<file path="src/verilog/nes_bus_cfg.svh">
`ifndef NES_BUS_CFG_SVH
`define NES_BUS_CFG_SVH

// Memory widths and depths
`define NES_RAM_ADDR_BITS 11
`define NES_PRG_ADDR_BITS 15
`define NES_RAM_SIZE (1 << `NES_RAM_ADDR_BITS)
`define NES_PRG_SIZE (1 << `NES_PRG_ADDR_BITS)

// Region bases of the CPU map
`define NES_PPU_BASE 16'h2000
`define NES_IO_BASE 16'h4000
`define NES_PRG_BASE 16'h8000

// Single registers in the IO window
`define NES_OAMDMA_ADDR 16'h4014
`define NES_APU_STATUS_ADDR 16'h4015
`define NES_CTLR1_ADDR 16'h4016
`define NES_CTLR2_ADDR 16'h4017

// Last address of the sound/IO window, 0x4018 and up is unmapped
`define NES_IO_LAST 16'h4017

`endif

</file>
<file path="src/verilog/nes_bus_pkg.sv">
`include "nes_bus_cfg.svh"

package nes_bus_pkg;

    typedef logic [15:0] cpu_addr_t;
    typedef logic [7:0] cpu_data_t;
    typedef logic [`NES_RAM_ADDR_BITS-1:0] ram_addr_t;
    typedef logic [`NES_PRG_ADDR_BITS-1:0] prg_addr_t;
    typedef logic [4:0] io_reg_addr_t;

    // Picture register select, first eight follow addr[2:0]
    typedef enum logic [3:0] {
        PPUCTRL,
        PPUMASK,
        PPUSTATUS,
        OAMADDR,
        OAMDATA,
        PPUSCROLL,
        PPUADDR,
        PPUDATA,
        OAMDMA
    } ppu_reg_t;

    typedef enum logic [3:0] {
        REGION_RAM,
        REGION_PPU,
        REGION_OAMDMA,
        REGION_APU,
        REGION_APU_STATUS,
        REGION_CTLR1,
        REGION_CTLR2,
        REGION_OPEN,
        REGION_PRG
    } bus_region_t;

    typedef struct packed {
        ppu_reg_t sel;
        logic en;
        logic rw;
        cpu_data_t wr_data;
    } ppu_bus_t;

    typedef struct packed {
        io_reg_addr_t addr;
        cpu_data_t wr_data;
        logic valid;
        logic we;
    } apu_bus_t;

    // Pulses idle high
    typedef struct packed {
        logic pulse_p1;
        logic pulse_p2;
        logic latch;
    } ctlr_pins_t;

endpackage : nes_bus_pkg

</file>
<file path="src/verilog/bus_decode.sv">
`include "nes_bus_cfg.svh"

module bus_decode
    import nes_bus_pkg::*;
(
    input  cpu_addr_t addr,
    input  logic r_en,
    input  cpu_data_t w_data,
    output bus_region_t region,
    output ppu_bus_t ppu_bus,
    output apu_bus_t apu_bus
);

    logic io_hit;

    assign io_hit = (addr >= `NES_IO_BASE) && (addr <= `NES_IO_LAST);

    always_comb begin
        region = REGION_OPEN;
        if (addr < `NES_PPU_BASE) begin
            // 2 KB mirrored four times
            region = REGION_RAM;
        end else if (addr < `NES_IO_BASE) begin
            region = REGION_PPU;
        end else if (io_hit) begin
            case (addr)
                `NES_OAMDMA_ADDR: region = REGION_OAMDMA;
                `NES_APU_STATUS_ADDR: region = REGION_APU_STATUS;
                `NES_CTLR1_ADDR: region = REGION_CTLR1;
                `NES_CTLR2_ADDR: region = REGION_CTLR2;
                default: region = REGION_APU;
            endcase
        end else if (addr >= `NES_PRG_BASE) begin
            region = REGION_PRG;
        end
    end

    // Picture register port
    always_comb begin
        ppu_bus.sel = PPUCTRL;
        ppu_bus.en = 1'b0;
        ppu_bus.rw = ~r_en;
        ppu_bus.wr_data = w_data;
        if (region == REGION_PPU) begin
            // Eight registers repeat every 8 bytes
            ppu_bus.en = 1'b1;
            ppu_bus.sel = ppu_reg_t'({1'b0, addr[2:0]});
        end else if (region == REGION_OAMDMA) begin
            ppu_bus.en = 1'b1;
            ppu_bus.sel = OAMDMA;
        end
    end

    // Sound/IO pass-through
    always_comb begin
        apu_bus.addr = addr[4:0];
        apu_bus.wr_data = w_data;
        apu_bus.valid = io_hit;
        apu_bus.we = ~r_en;
    end

endmodule : bus_decode

</file>
<file path="config.mk">
export PLATFORM = sky130hd
export DESIGN_NAME = bus_decode
export DESIGN_NICKNAME = d
export VERILOG_FILES = /design/src/verilog/nes_bus_pkg.sv /design/src/verilog/bus_decode.sv
export VERILOG_INCLUDE_DIRS = /design/src /design/src/verilog
export SDC_FILE = /design/constraint.sdc
export NUM_CORES = 1
export LEC_CHECK = 0
export ABC_CLOCK_PERIOD_IN_PS = 1100
export BUFFER_PORTS_ARGS = -buffer_cell sky130_fd_sc_hd__clkbuf_2
export CAP_MARGIN = 20
export CORE_AREA = 4 4 41 43
export DETAILED_ROUTE_END_ITERATION = 7
export DIE_AREA = 0 0 45 47
export PLACE_DENSITY_LB_ADDON = 0.12
export SYNTH_ARGS = -nofsm -noshare
export SYNTH_HDL_FRONTEND = slang
export SYNTH_SLANG_ARGS = --single-unit
</file>
<file path="constraint.sdc">
create_clock -name vclk -period 1.1
set_input_delay 0.055 -clock vclk [all_inputs]
set_output_delay 0.055 -clock vclk [all_outputs]
set_load 0.03 [all_outputs]
</file>
Word level (Yosys, flattened, before mapping)
Index checks and enable logic that the tools add are counted.
{ "classes": {"eq_ne": 6, "bitwise_logic": 1, "mux": 7, "n_lt_le_gt_ge": 5, "reduce_logical": 1} }
{ "ops": {"columns": ["op", "count"], "rows": [
  ["$eq 16x15->1 const B", 4],
  ["$ge 16x15->1 const B", 1],
  ["$ge 16x16->1 const B", 1],
  ["$le 16x15->1 const B", 1],
  ["$lt 16x14->1 const B", 1],
  ["$lt 16x15->1 const B", 1],
  ["$mux 4", 4],
  ["$pmux 3 s4", 1],
  ["$mux 5", 2],
  ["$eq 4x1->1 const B", 1],
  ["$eq 4x2->1 const B", 1],
  ["$logic_and 1x1->1", 1],
  ["$not 1->1", 1]
]} }
{ "totals": {"output_inout_bits": 33, "wordCells": 20, "in_bits": 25, "register_bits": 0} }

Logic depth before layout (Yosys ltp)
{ "logic_depth": {"ltp_word": 8, "ltp_mapped": 4, "ltp_nobuf": 3} }

Least setup slack after synthesis
Ideal clock, no wire load.
{ "synth_timing": {"kind": "input -> output", "startpoint": "in addr[15]", "endpoint": "out region[1]", "n_path_buf": 1, "setup_slack_ns": 0.053, "required_time_ns": 1.045, "arrival_time_ns": 0.992, "path_stages": 4, "path_cell_list": "nand2b_1 > and4b_1 > buf_6 > a31oi_1"} }
{ "synth_between": {"elab_chain_cells": 5, "elab_cells_between_ends": 15, "classes_between": "order compare: 5; eq/ne: 4; mux: 5; reduce/logical: 1"} }
{ "synth_rtl": {"columns": ["element", "line", "text"], "rows": [
  ["start, declared", "bus_decode.sv:6", "input cpu_addr_t addr,"],
  ["$ge 16x15->1 (no line) or $le 16x15->1 (tied branches)", null, null],
  ["$logic_and 1x1->1 (*)", "bus_decode.sv:16", "assign io_hit = (addr >= `NES_IO_BASE) && (addr <= `NES_IO_LAST);"],
  ["net io_hit", "bus_decode.sv:14", "logic io_hit;"],
  ["$mux 4 (*)", "bus_decode.sv:25", "end else if (io_hit) begin"],
  ["$mux 4 (*)", "bus_decode.sv:23", "end else if (addr < `NES_IO_BASE) begin"],
  ["$mux 4 (*)", "bus_decode.sv:20", "if (addr < `NES_PPU_BASE) begin"],
  ["end, declared", "bus_decode.sv:9", "output bus_region_t region,"]
]} }
Mark *: on every way through the listed nets, which the timed path passes. The rest lies on a longest branch.

==> reports/results.txt <==
outcome -> finished with violations
violated checks -> negative setup slack
largest family of logic cells by synthesized area -> buffers and inverters
first-pass GRT wire length -> 1304 µm
Synth Area in XOR/XNOR -> 0.02482
Post-CTS Setup Bufs -> 0
diode count -> 0
area grow syn2layout -> 27.66%
Simple-Gate Fraction of Synth Area -> 0.1986
DRT met1 WL -> 338 µm
die area -> 2115 µm²
WL met2 -> 425 µm
largest net degree at the start of global routing -> 7
crit path time final -> 1.101 ns
area occupied by multi-input gates -> 170.2 µm²
Final Cell Area -> 450.4 µm²
startpoint types -> primary input
Mapped Cells -> 49
RSZ-0062 raised after global routing -> yes
Worst Path Arrival -> 1.05 ns
Finish-stage setup viols -> 1
setup tns final -> -0.0008772 ns
HP Class -> in -> out
Slew Viols, Final -> 0
syn_area_per_cell -> 7.201 µm²
CTS Hold Bufs -> 0
commonest non-fill, non-tap cell in the layout -> clkbuf_2
number of max-cap violations -> 0
worst setup path endpoint -> ppu_bus[9]
post-DR vias/cell -> 4.038
fin util -> 0.3462
sequential cell area -> 0 µm²
fin cells -> 79
hold slack -> 0.1100 ns
mux share of post-synthesis cell area -> 0.03191
DIE HEIGHT -> 47 µm
FFs & Latches -> 0
area leader, netlist -> buf_4
top sig layer -> met3
Leak Pwr -> 0.2659 nW
Post-route DRC -> 0
core area -> 1301 µm²
# clk buffers -> 0
DRT iter0 DRCs -> 0
WS Path Type -> in -> out
compound-cell area share of the yosys netlist -> 0.1667
FMAX -> 908.4 MHz
filler instances -> 151
top-area cell type share of the netlist area -> 0.4894
initial core utilization -> 0.2712
Max rail drop VDD -> 128.1 µV
commonest cells after routing, fill and taps aside -> 27 x clkbuf_2, 7 x buf_4, 3 x inv_1, 3 x and2_1
gp weighted congestion -> 0.6240
DR WL/cell -> 11.77 µm
crit-path max FO -> 3
placed insts -> 79
register area share after synthesis -> 0
PortBufs -> 34
Syn. warnings -> 0
CP required -> 1.04 ns
final WL -> 930 µm
Setup WS pre-CTS -> -0.06539 ns
Syn Std Cell Area -> 352.8 µm²
period utilization -> 1.001
routed vias -> 319
initial antenna violation count -> 0
All-Layer GR Usage -> 0.07710
setup ws final -> -0.0008772 ns
# rows -> 13
Slew Limit Headroom -> 0.8685
crit path from -> addr[3]
dominant cells by area after synthesis -> buf_4 49%, and2_1 5.3%, a311oi_2 4.3%, buf_6 3.2%, inv_1 3.2%
Detail Route Antenna Nets -> 0
Power, Total -> 183.1 µW
routed wl met3 -> 166 µm
vias in the first global route -> 297
Post-Syn Nets -> 74
Die Width -> 45 µm
HPWL Detailed -> 755.1 µm
Tightest Pin Transition -> 0.1973 ns
pwr dens -> 406.5 nW/µm²
Hold Fails Final Rpt -> 0
Setup crit end kind -> output port
DR pass1 iterations -> 1
Area after DPL -> 394.1 µm²
total grt overflow -> 0
Final #Nets -> 91
Adder-Cell Fraction of Synth Area -> 0
post-synthesis cell type count -> 21
share of layout cells above drive strength 1 -> 0.7031
# IOs -> 58
## where the power goes
| part | leakage, nW | internal [mW] | switching, mW |
|---|---|---|---|
| logic | 0.266 | 0.0782 | 0.105 |
| clock network | 0 | 0 | 0 |
| registers | 0 | 0 | 0 |
| total | 0.266 | 0.0782 | 0.105 |
## routing by layer
| metal | vias up | GRT usage |
|---|---|---|
| li1 | 172 | - |
| met1 | 126 | 0.1079 |
| met2 | 21 | 0.1271 |
| met3 | 0 | 0.01533 |
| met4 | 0 | 0.005848 |
| met5 | - | 0 |
## logic make-up after synthesis
logic type,after synthesis
buffers and inverters,28
and+or+nand+nor,11
AOI/OAI and AO/OA,8
xor gates and xnor gates,1
muxes,1
## synthesized netlist by cell type, drive strengths merged
| cell | count |
|---|---|
| and3b | 1 |
| and4b | 1 |
| nor3b | 1 |
| o21ai | 1 |
| nor4 | 1 |
| a31oi | 1 |
| buf | 24 |
| mux2 | 1 |
| and2 | 3 |
| nand2b | 1 |
| a21o | 1 |
| inv | 3 |
| nor3 | 1 |
| nor2 | 2 |
| o21a | 1 |
| xor2 | 1 |
| a311oi | 1 |
| a21oi | 2 |
| a211oi | 1 |
| dlygate4sd1 | 1 |
## layout make-up
type | count | area share
well taps | 15 | 0.04167
repair buffers | 40 | 0.5556
multi-input cells | 21 | 0.3778
inverters | 3 | 0.02500
## critical path: stages
cell and delay, ns:
buf_6 0.09, and3b_2 0.25, mux2_4 0.31, a21o_1 0.20, buf_8 0.13
## what timing repair did
action / CTS / global route
pin swaps: 1 / 3
gates cloned: 0 / 0
setup endpoints to repair: 5 / 6
resized for setup: 7 / 11
## worst min path at each step
stage	start	to	slack [ns]	cells past startpoint
2_1_floorplan	addr[15]	region[0]	0.18	1
3_3_place_gp	w_data[0]	apu_bus[2]	0.11	0
3_5_place_dp	w_data[0]	apu_bus[2]	0.11	0
4_1_cts	w_data[0]	apu_bus[2]	0.11	0
5_1_grt	w_data[2]	ppu_bus[2]	0.11	0
6_report	w_data[2]	apu_bus[4]	0.11	0
Note: power is estimated with default switching activity, not from simulation.
