$ cat src/verilog/nes_bus_cfg.svh
`ifndef NES_BUS_CFG_SVH
`define NES_BUS_CFG_SVH

// Memory widths and depths
`define NES_RAM_ADDR_BITS 11
`define NES_PRG_ADDR_BITS 15
`define NES_RAM_SIZE (1 << `NES_RAM_ADDR_BITS)
`define NES_PRG_SIZE (1 << `NES_PRG_ADDR_BITS)

// Region bases of the CPU map
`define NES_PPU_BASE 16'h2000
`define NES_IO_BASE 16'h4000
`define NES_PRG_BASE 16'h8000

// Single registers in the IO window
`define NES_OAMDMA_ADDR 16'h4014
`define NES_APU_STATUS_ADDR 16'h4015
`define NES_CTLR1_ADDR 16'h4016
`define NES_CTLR2_ADDR 16'h4017

// Last address of the sound/IO window, 0x4018 and up is unmapped
`define NES_IO_LAST 16'h4017

`endif

$ cat src/verilog/nes_bus_pkg.sv
`include "nes_bus_cfg.svh"

package nes_bus_pkg;

    typedef logic [15:0] cpu_addr_t;
    typedef logic [7:0] cpu_data_t;
    typedef logic [`NES_RAM_ADDR_BITS-1:0] ram_addr_t;
    typedef logic [`NES_PRG_ADDR_BITS-1:0] prg_addr_t;
    typedef logic [4:0] io_reg_addr_t;

    // Picture register select, first eight follow addr[2:0]
    typedef enum logic [3:0] {
        PPUCTRL,
        PPUMASK,
        PPUSTATUS,
        OAMADDR,
        OAMDATA,
        PPUSCROLL,
        PPUADDR,
        PPUDATA,
        OAMDMA
    } ppu_reg_t;

    typedef enum logic [3:0] {
        REGION_RAM,
        REGION_PPU,
        REGION_OAMDMA,
        REGION_APU,
        REGION_APU_STATUS,
        REGION_CTLR1,
        REGION_CTLR2,
        REGION_OPEN,
        REGION_PRG
    } bus_region_t;

    typedef struct packed {
        ppu_reg_t sel;
        logic en;
        logic rw;
        cpu_data_t wr_data;
    } ppu_bus_t;

    typedef struct packed {
        io_reg_addr_t addr;
        cpu_data_t wr_data;
        logic valid;
        logic we;
    } apu_bus_t;

    // Pulses idle high
    typedef struct packed {
        logic pulse_p1;
        logic pulse_p2;
        logic latch;
    } ctlr_pins_t;

endpackage : nes_bus_pkg

$ cat src/verilog/ctlr_port.sv
module ctlr_port
    import nes_bus_pkg::*;
(
    input  logic clock,
    input  logic reset_n,
    input  logic clock_en,
    input  bus_region_t region,
    input  logic r_en,
    input  logic latch_data,
    input  logic ctlr_data_p1,
    input  logic ctlr_data_p2,
    output ctlr_pins_t ctlr,
    output logic button_data
);

    ctlr_pins_t ctlr_next;
    logic button_next;
    logic p1_access;
    logic p2_access;

    assign p1_access = (region == REGION_CTLR1);
    assign p2_access = (region == REGION_CTLR2);

    always_comb begin
        ctlr_next.latch = ctlr.latch;
        if (p1_access && !r_en) begin
            ctlr_next.latch = latch_data;
        end
        // One enabled cycle low per read
        ctlr_next.pulse_p1 = !(p1_access && r_en);
        ctlr_next.pulse_p2 = !(p2_access && r_en);
    end

    // Pad data pins are active low
    assign button_next = p1_access ? ~ctlr_data_p1 : ~ctlr_data_p2;

    always_ff @(posedge clock or negedge reset_n) begin
        if (!reset_n) begin
            ctlr.pulse_p1 <= 1'b1;
            ctlr.pulse_p2 <= 1'b1;
            ctlr.latch <= 1'b0;
            button_data <= 1'b0;
        end else if (clock_en) begin
            ctlr <= ctlr_next;
            button_data <= button_next;
        end
    end

endmodule : ctlr_port

$ cat config.mk
export PLATFORM = sky130hd
export DESIGN_NAME = ctlr_port
export DESIGN_NICKNAME = d
export VERILOG_FILES = /design/src/verilog/nes_bus_pkg.sv /design/src/verilog/ctlr_port.sv
export VERILOG_INCLUDE_DIRS = /design/src /design/src/verilog
export SDC_FILE = /design/constraint.sdc
export NUM_CORES = 1
export LEC_CHECK = 0
export BUFFER_PORTS_ARGS = -buffer_cell sky130_fd_sc_hd__buf_4
export CORE_AREA = 3 3 40 42
export DETAILED_ROUTE_END_ITERATION = 7
export DIE_AREA = 0 0 43 45
export HOLD_SLACK_MARGIN = 0.08
export MAX_ROUTING_LAYER = met4
export PLACE_DENSITY = 0.4
export SYNTH_ARGS = -nofsm -noshare
export SYNTH_HDL_FRONTEND = slang
export SYNTH_SLANG_ARGS = --single-unit
$ cat constraint.sdc
create_clock -name clock -period 0.9 [get_ports clock]
set_input_delay 0.045 -clock clock [delete_from_list [all_inputs] [get_ports clock]]
set_output_delay 0.045 -clock clock [all_outputs]
set_load 0.005 [all_outputs]
# Yosys cells after proc, flatten, opt, wreduce, memory -nomap -nowiden
# Index checks and enable logic that the tools add are counted.
# op_classes
eq_ne	2
n_bitwise	2
n_mux	1
n_reduce_logical	7
# op_table
cell	count
4-bit by 3-bit == test with 1-bit output (second input constant)	2
1-bit logical AND	3
1-bit zero test	3
1-bit inverter	2
2-bit AND reduction	1
1-bit two-way mux	1
# word_totals
ff_bits	4
input_bits	11

# Logic depth before layout (Yosys ltp)
# Gate-level depths: netlist of the first run.
# depth
depth_word	3
depth_mapped	3
depth_no_buf	3

# Worst setup path after synthesis of the first run
# No wires, ideal clock.
# synth_timing
path_type	input -> register
from	input port region[3]
to	register ctlr[0] in the netlist's numbering
slack_ns	0.036
setup_time_ns	0.125
path_buffers	0
required_time_ns	0.775
arrival_ns	0.739
cell_stages	3
path_cell_list	and4bb_2 nand3b_1 mux2_4
# synth_via
elab_chain_cells	3
# synth_rtl
element	line	text
start: declaration	ctlr_port.sv:7	input bus_region_t region,
4-bit by 3-bit == test with 1-bit output	ctlr_port.sv:21	assign p1_access = (region == REGION_CTLR1);
1-bit logical AND	ctlr_port.sv:26	if (p1_access && !r_en) begin
2-bit AND reduction (no line)	--	
end signal: assignment	ctlr_port.sv:44	ctlr <= ctlr_next;
end: declaration	ctlr_port.sv:12	output ctlr_pins_t ctlr,
# No other way between the ends.
# A chain may end at the register's enable or synchronous reset.

# Worst setup path in the final report of the first run
# layout_timing
from	register ctlr[2] in the netlist's numbering
to	output port ctlr[2] in the netlist's numbering
# No word-level cell between the ends.

==> impl_metrics.ini, run 1 <==
[status]
status = finished, final reports clean

[pwr]
p_sw_share_pct = 19.2
p_leak_nw = 0.175
seqPwrFrac_pct = 39.1
p_per_area_mw_per_mm2 = 1380
power.switching_w = 0.000102
p_clk_share_pct = 40.0
internal-power_w = 0.000427
combPwrFrac_pct = 20.9
vdd_drop_max_mv = 0.381

[synth]
syn-cell-area_um2 = 190
syn_inst = 15
yosys_warnings = 0
avgSynthCellArea_um2 = 12.7
synthesis.nets = 26
synthDistinctLibCells = 11
yosysSeqAreaShare_pct = 53.9
ys_ff_latch = 4

[floorplan]
num_io_pins = 15
start_util_pct = 14.8
die-area_mm2 = 0.00194
chipWidth_um = 43
core_area_mm2 = 0.00128
num_rows = 13
die_h_um = 45

[worst_setup_path]
worstRegToRegCells = 2
critPathLaunchType = register
path_class = register to output port
crit_family = flip-flops
cp_cell_sequence = buf_6
crit_path_end_kind = output port
slowest_stage = dfstp_2
worst-path-stages = 1
r2r_slack_ps = 130
cpPeakStageDelay_ps = 520
cp_max_fo = 2
crit_arrival_ps = 840
required_ps = 850
cp_num_buf_inv = 1

[drt]
dr.pass1.iters = 3
wire_per_inst_um = 9.59
ant_nets = 0
drc = 0
wl_um = 489
vias = 193
drt-initial-drc-count = 1
via_per_inst = 3.78

[timing]
drv_slew = 0
finalSetupViolCount = 0
fmax_mhz = 1130
min_period_over_period_pct = 98.5
worstMarginPinSlew_ps = 102
max_slew_margin_pct = 93.0
hold_viol = 0
layout_min_cycle_time_ps = 887
rsz0062_at_grt = yes
skew_ps = 0

[grt]
antenna_found_initial = 0
overflow = 0
grt_pass1_vias = 195
grt_pass1_wl_um = 779
gr-usage-all-layers_pct = 6.03
grt_start_max_net_pins = 6

[clock_network]
cts-root-buf = clkbuf_4
cts.sinks = 4
clk_latency_ps = 230
cts_tree = built
clk_pin_slew_ps = 40
cts_buffers = 3
cts.path.max_buffers = 2
h-tree-depth = 1
cts_setup_buffers = 0

[finish]
final_area_um2 = 384
diodes = 0
final_cell_mix = 12 x buf_4, 4 x dlygate4sd3_1, 3 x nor2_1, 3 x clkbuf_4
drive_gt1_share_pct = 61.1
layout_commonest_cell = buf_4
final_nets = 49
num-fill-cells = 139
final_cells = 51
synthToLayoutAreaGrowth_pct = 102

[placed_design]
place_area_um2 = 314
gp_routability_congestion = 0.693
port_buffers = 14
dp.cells = 44

[job]
maxCapViolCount = 0

[min_path]
worst_hold_path_type = input port to register
hold_depth = 3
-- flip-flops by register name, indices dropped and copies added, names as in the netlist --
signal,flops
button_data,1
ctlr,3
-- area by class of cell --
cell class                 instances  area, um2  share of cell area (%)
clock buffer                       3       22.5                    5.86
tap                               15       18.8                    4.89
timing repair buffer              18        153                    39.7
sequential                         4        103                    26.7
multi-input combinational         11       87.6                    22.8
-- layer usage --
metal,up-vias,share of wire (%),GRT usage [%]
li1,98,-,-
met1,85,43,7.09
met2,10,44,7.49
met3,0,13,2.79
met4,0,0,5.42
met5,-,0,-
-- stage by stage --
step,hold WS (ps),utilization (%),TNS (ps),setup WS [ps],power [W]
after floorplan,-251,-,0,35.9,0.000236
after global placement,-156,24.4,-149,-103,0.000306
after detailed placement,-158,24.4,-152,-118,0.000306
after CTS,85.9,29.9,0,1.92,0.000545
after global routing,99.7,29.9,-38.0,-21.2,0.000565
final,91.0,29.9,0,13.3,0.000529
-- power groups by stage --
stage / combinational (W) / sequential [W] / clock (W)
after global routing: 0.000121 / 0.000209 / 0.000236
final: 0.000111 / 0.000207 / 0.000211
after CTS: 0.000113 / 0.000208 / 0.000224
after global placement: 0.0000972 / 0.000209 / 0
after floorplan: 0.0000267 / 0.000210 / 0
after detailed placement: 0.0000967 / 0.000209 / 0
-- synthesized netlist by cell type --
cell type,count,share of area [%]
and4bb_2,1,6.6
nand3b_1,1,3.9
nor2_1,3,5.9
dfstp_2,2,28
mux2_4,1,7.9
nand4b_1,1,4.6
dfrtp_1,2,26
a21oi_1,1,2.6
mux2i_1,1,5.3
mux2_2,1,5.9
a31oi_1,1,3.3
-- worst paths after layout --
kind,startpoint,end
setup / recovery,ctlr[2],ctlr[2]
hold / removal,clock_en,ctlr[2]
setup reg to reg,ctlr[2],ctlr[2]
hold reg to reg,ctlr[2],ctlr[2]
max in group asynchronous,reset_n,ctlr[1]
min in group asynchronous,reset_n,button_data
-- timing repair --
item | in CTS | in global routing
hold buffers | 4 | 0
pin swaps | 0 | 0
gates resized for setup | 2 | 0
hold endpoints to repair | 7 | 0
setup endpoints to repair | 2 | 2
-- kinds of logic (layout without fill, tap and decap cells) --
| group | count (synthesis) | in the layout | share of synthesized area [%] |
|---|---|---|---|
| and+or+nand+nor | 6 | 6 | 21.1 |
| buffers and inverters | 0 | 21 | 0 |
| muxes | 3 | 3 | 19.1 |
| AOI/OAI and AO/OA | 2 | 2 | 5.92 |
| DFF | 4 | 4 | 53.9 |
Power figures use the tool's default switching activity.
==> run 2: changes to the inputs <==
--- a/config.mk
+++ b/config.mk
@@ -6,13 +6,14 @@
 export SDC_FILE = /design/constraint.sdc
 export NUM_CORES = 1
 export LEC_CHECK = 0
+export ABC_AREA = 1
 export BUFFER_PORTS_ARGS = -buffer_cell sky130_fd_sc_hd__buf_4
 export CORE_AREA = 3 3 40 42
 export DETAILED_ROUTE_END_ITERATION = 7
 export DIE_AREA = 0 0 43 45
 export HOLD_SLACK_MARGIN = 0.08
 export MAX_ROUTING_LAYER = met4
-export PLACE_DENSITY = 0.4
+export PLACE_DENSITY = 0.44
 export SYNTH_ARGS = -nofsm -noshare
 export SYNTH_HDL_FRONTEND = slang
 export SYNTH_SLANG_ARGS = --single-unit
==> run 2 against run 1 <==
Routed wire length increased by 13%. Clock skew stayed put. Register-to-register slack got worse by 20 ps. Worst setup slack lost 5.2 ps. Count of clock-buffer cells in the layout did not move. Synthesized cell count is 110% higher. Largest power group unchanged. Highest routed layer unchanged.
==> impl_metrics.ini, run 2 <==
[synth]
yosys.area.top_type_share_pct = 22.8
yosysSeqAreaShare_pct = 44.6
yosysMostFrequentCell = nand2_1
synth_ff_type = dfstp_2
avgSynthCellArea_um2 = 7.19
syn-cell-area_um2 = 230
synth_edf_count = 0
ys_ff_latch = 4
synth_top_area_cell = dfstp_2
syn_inst = 32
synthArstFlopShare_pct = 100
yosys-top-cells-count = 9 x nand2_1, 6 x inv_1, 3 x nand3_1, 3 x nor2_2
synthesis.nets = 43
synthTopCellsByArea = dfstp_2 23%, dfrtp_1 22%, nand2_1 15%
yosys_warnings = 0
synthDistinctLibCells = 12

[timing]
tns_ps = 0
rsz0062_at_grt = yes
max_slew_margin_pct = 89.8
worstMarginPinSlew_ps = 151
drv_slew = 0
min_period_over_period_pct = 99.1
layout_min_cycle_time_ps = 892
fmax_mhz = 1120
finalSetupViolCount = 0
skew_ps = 0
hold_viol = 0
whs_ps = 83.0

[min_path]
worstHoldStart = ctlr_data_p2
worst_hold_path_type = input port to register

[drt]
drt-initial-drc-count = 5
ant_nets = 0
drc = 0
vias = 240
wl_um = 551
dr.pass1.iters = 2
via_per_inst = 3.64
wire_per_inst_um = 8.35

[grt]
gr-usage-all-layers_pct = 6.71
antenna_found_initial = 0
grt_start_max_net_pins = 9
grt_pass1_wl_um = 869
overflow = 0
grt_pass1_vias = 221

[worst_setup_path]
critPathLaunchType = register
worstReg2RegStart = ctlr[2]
required_ps = 850
startpoint = ctlr[2]
crit_arrival_ps = 850
slowest_stage = dfstp_2
cp_max_fo = 2
cp_num_buf_inv = 1
cpPeakStageDelay_ps = 530
path_class = register to output port
cp_cell_sequence = buf_6
crit_path_end_kind = output port
crit_family = flip-flops

[job]
maxCapViolCount = 0

[finish]
final_cells = 66
top_regs = ctlr x3, button_data x1
layout_commonest_cell = buf_4
synthToLayoutAreaGrowth_pct = 76.6
num-fill-cells = 150
regMostFlops = ctlr
final_cell_mix = 12 x buf_4, 9 x nand2_1, 6 x inv_1
final_nets = 64
diodes = 0
multi_input_area_um2 = 97.6
regArea_um2 = 103
drive_gt1_share_pct = 43.1
largest_reg_flops = 3

[floorplan]
start_util_pct = 17.9
chipWidth_um = 43
core_area_mm2 = 0.00128
die_h_um = 45
num_rows = 13
die-area_mm2 = 0.00194
num_io_pins = 15

[clock_network]
h-tree-depth = 1
cts-root-buf = clkbuf_4
cts_setup_buffers = 0
clk_pin_slew_ps = 40
cts_tree = built
cts.path.max_buffers = 2
clk_latency_ps = 230
cts_buffers = 3
cts.sinks = 4

[pwr]
total_power_w = 0.000530
seqPwrFrac_pct = 38.6
p_clk_share_pct = 39.9
p_per_area_mw_per_mm2 = 1300
p_leak_nw = 0.214
combPwrFrac_pct = 21.5
internal-power_w = 0.000414
vdd_drop_max_mv = 0.512
p_sw_share_pct = 21.9
power.switching_w = 0.000116

[placed_design]
gp_routability_congestion = 0.657
hpwl_um = 432
port_buffers = 14
dp.cells = 60

[status]
status = finished, final reports clean
run 2: logic make-up after synthesis:
group                  Yosys count  share of synthesized area (%)
buffers and inverters            7                           13.0
and+or+nand+nor                 19                           37.5
AOI/OAI and AO/OA                2                           4.89
DFF                              4                           44.6
run 2: power by group through the flow:
stage / Clock, W / Sequential, W / Combinational (W)
after floorplan: 0 / 0.000208 / 0.0000365
after global routing: 0.000237 / 0.000207 / 0.000128
final: 0.000212 / 0.000205 / 0.000114
after global placement: 0 / 0.000206 / 0.000105
after detailed placement: 0 / 0.000206 / 0.000105
after CTS: 0.000225 / 0.000205 / 0.000116
run 2: repair_timing:
action / 4_1_cts / 5_1_grt
endpoints found under the hold margin: 5 / 0
endpoints found under the setup margin: 2 / 2
gates resized for setup: 2 / 0
pin swaps: 0 / 0
hold buffers: 3 / 0
run 2: path summary, 6_finish.rpt:
check | to | slack, ps | depth (start not counted)
max reg2reg | ctlr[2] | 110 | 2
max | ctlr[2] | 8 | 1
max in group asynchronous | ctlr[1] | 570 | 2
min reg2reg | ctlr[0] | 470 | 2
min | button_data | 80 | 4
min in group asynchronous | ctlr[0] | 140 | 2
run 2: worst register-to-register path, delay by kind of cell (launching register included):
family	cells	cell delay [ps]
AND/OR/NAND/NOR	1	40
flip-flops	1	530
AO/OA/AOI/OAI	1	140
run 2: per-stage QoR:
stage	setup WS, ps	instance area [um2]	util (%)
4_1_cts	-4.81	407	31.6
3_3_place_gp	111	347	27.0
2_1_floorplan	154	230	-
6_report	8.12	407	31.6
3_5_place_dp	124	347	27.0
5_1_grt	-18.8	407	31.6
run 2: area by class of cell:
cell class / count / share of cell area, %
repair buffers: 17 / 35.1
well taps: 15 / 4.62
inverters: 6 / 5.54
multi-input cells: 21 / 24.0
flip-flops and latches: 4 / 25.2
clock buffers: 3 / 5.54
run 2: layer usage:
metal / GRT usage, % / vias up / wire [um]
li1: - / 138 / -
met1: 8.52 / 93 / 260
met2: 6.89 / 9 / 229
met3: 3.19 / 0 / 61
met4: 7.23 / 0 / 0
met5: - / - / 0
==> run 3: changes to the inputs <==
--- a/config.mk
+++ b/config.mk
@@ -13,7 +13,7 @@
 export DIE_AREA = 0 0 43 45
 export HOLD_SLACK_MARGIN = 0.08
 export MAX_ROUTING_LAYER = met4
-export PLACE_DENSITY = 0.44
+export PLACE_DENSITY_LB_ADDON = 0.12
 export SYNTH_ARGS = -nofsm -noshare
 export SYNTH_HDL_FRONTEND = slang
 export SYNTH_SLANG_ARGS = --single-unit
==> run 3 against run 2 <==
Global-route usage about the same. Sequential share of layout area decreased by 1.5 points. Register-to-register slack got worse by 50 ps. Non-clock buffer count increased by 2. First-iteration DRC count decreased by 80%. Maximum frequency increased by 0.17%. Combinational power increased by 8%. Sequential power about the same. Clock power about the same.
==> impl_metrics.ini, run 3 (synthesis results as in run 2) <==
[timing]
whs_ps = 83.5
drv_slew = 0
finalSetupViolCount = 0
skew_ps = 0
finalWorstSetupSlack_ps = 9.64
max_slew_margin_pct = 90.9
min_period_over_period_pct = 98.9
layout_min_cycle_time_ps = 890
worstMarginPinSlew_ps = 136
fmax_mhz = 1120
rsz0062_at_grt = yes
hold_viol = 0

[pwr]
seqPwrFrac_pct = 38.0
p_sw_share_pct = 22.2
vdd_drop_max_mv = 0.875
internal-power_w = 0.000420
p_leak_nw = 0.225
combPwrFrac_pct = 22.7
p_per_area_mw_per_mm2 = 1250
total_power_w = 0.000540
p_clk_share_pct = 39.2
power.switching_w = 0.000120

[worst_setup_path]
startpoint = ctlr[1]
cpPeakStageDelay_ps = 530
critPathLaunchType = register
cp_max_fo = 2
worst-path-stages = 1
critPathCapture = ctlr[1]
cp_num_buf_inv = 1
worstRegToRegCells = 3
r2r_slack_ps = 60
r2r_end = ctlr[1]
worstReg2RegStart = ctlr[1]
path_class = register to output port
cp_cell_sequence = buf_6
required_ps = 850
crit_arrival_ps = 850
crit_path_end_kind = output port
slowest_stage = dfstp_2
crit_family = flip-flops

[grt]
antenna_found_initial = 0
grt_pass1_wl_um = 910
gr-usage-all-layers_pct = 6.70
overflow = 0
grt_pass1_vias = 245
grt_start_max_net_pins = 9

[floorplan]
chipWidth_um = 43
die_h_um = 45
num_io_pins = 15
die-area_mm2 = 0.00194
core_area_mm2 = 0.00128
num_rows = 13
start_util_pct = 17.9

[placed_design]
port_buffers = 14
gp_routability_congestion = 0.653
pre_cts_slack_ps = 140
dp.cells = 60

[finish]
num-fill-cells = 149
regMostFlops = ctlr
final_cell_mix = 12 x buf_4, 9 x nand2_1, 6 x inv_1, 4 x dlygate4sd3_1
multi_input_area_um2 = 103
drive_gt1_share_pct = 45.3
layout_commonest_cell = buf_4
final_cells = 68
final_nets = 66
diodes = 0
regArea_um2 = 103
synthToLayoutAreaGrowth_pct = 88.0
final_core_util_pct = 33.7
largest_reg_flops = 3
top_regs = ctlr x3, button_data x1

[drt]
drc = 0
via_per_inst = 4.10
wire_per_inst_um = 8.59
dr.pass1.iters = 4
vias = 279
drt-initial-drc-count = 1
wl_um = 584
ant_nets = 0

[job]
maxCapViolCount = 0

[clock_network]
cts-root-buf = clkbuf_4
cts_tree = built
cts_buffers = 3
cts.path.max_buffers = 2
cts.sinks = 4
clk_pin_slew_ps = 40
clk_latency_ps = 230
h-tree-depth = 1

[min_path]
worst_hold_path_type = input port to register

[status]
status = finished, final reports clean
run 3: cell count changes in the layout (fill, tap and decap cells not counted), sizes merged:
cell / delta
buf: +1
dlygate4sd3: +1
run 3: area by class of cell:
class / instances / share of cell area (%)
clock buffers: 3 / 5.20
repair buffers: 19 / 37.9
multi-input cells: 21 / 23.7
well taps: 15 / 4.34
flip-flops and latches: 4 / 23.7
inverters: 6 / 5.20
run 3: power groups by stage:
| stage | registers [W] | clock network, W | logic [W] |
|---|---|---|---|
| 2_1_floorplan | 0.000208 | 0 | 0.0000365 |
| 3_3_place_gp | 0.000207 | 0 | 0.000103 |
| 3_5_place_dp | 0.000207 | 0 | 0.000105 |
| 4_1_cts | 0.000205 | 0.000228 | 0.000122 |
| 5_1_grt | 0.000207 | 0.000246 | 0.000136 |
| 6_report | 0.000205 | 0.000212 | 0.000123 |
run 3: layer usage:
layer	GRT usage (%)	share of wire, %	vias to the layer above
met1	6.30	36	126
met3	6.37	11	0
met5	-	0	-
met2	10.8	53	12
met4	0	0	0
li1	-	-	141
run 3: how the worst min path moves through the flow:
stage / to / depth (start not counted) / slack [ps] / startpoint
6_report: button_data / 4 / 80 / ctlr_data_p2
5_1_grt: button_data / 4 / 100 / ctlr_data_p2
4_1_cts: button_data / 4 / 80 / ctlr_data_p2
3_5_place_dp: ctlr[0] / 1 / -160 / reset_n
3_3_place_gp: ctlr[0] / 1 / -160 / reset_n
2_1_floorplan: button_data / 0 / -250 / reset_n
run 3: timing repair:
item,CTS,global route
setup buffers,1,0
hold buffers,4,0
gates resized for setup,2,2
hold endpoints to repair,6,0
setup endpoints to repair,2,3
run 3: metrics by stage:
step / setup TNS, ps / cell area (um2)
floorplan: 0 / 230
detailed placement: 0 / 347
CTS: -2.66 / 424
global placement: 0 / 347
finish: 0 / 433
global route: -31.3 / 433
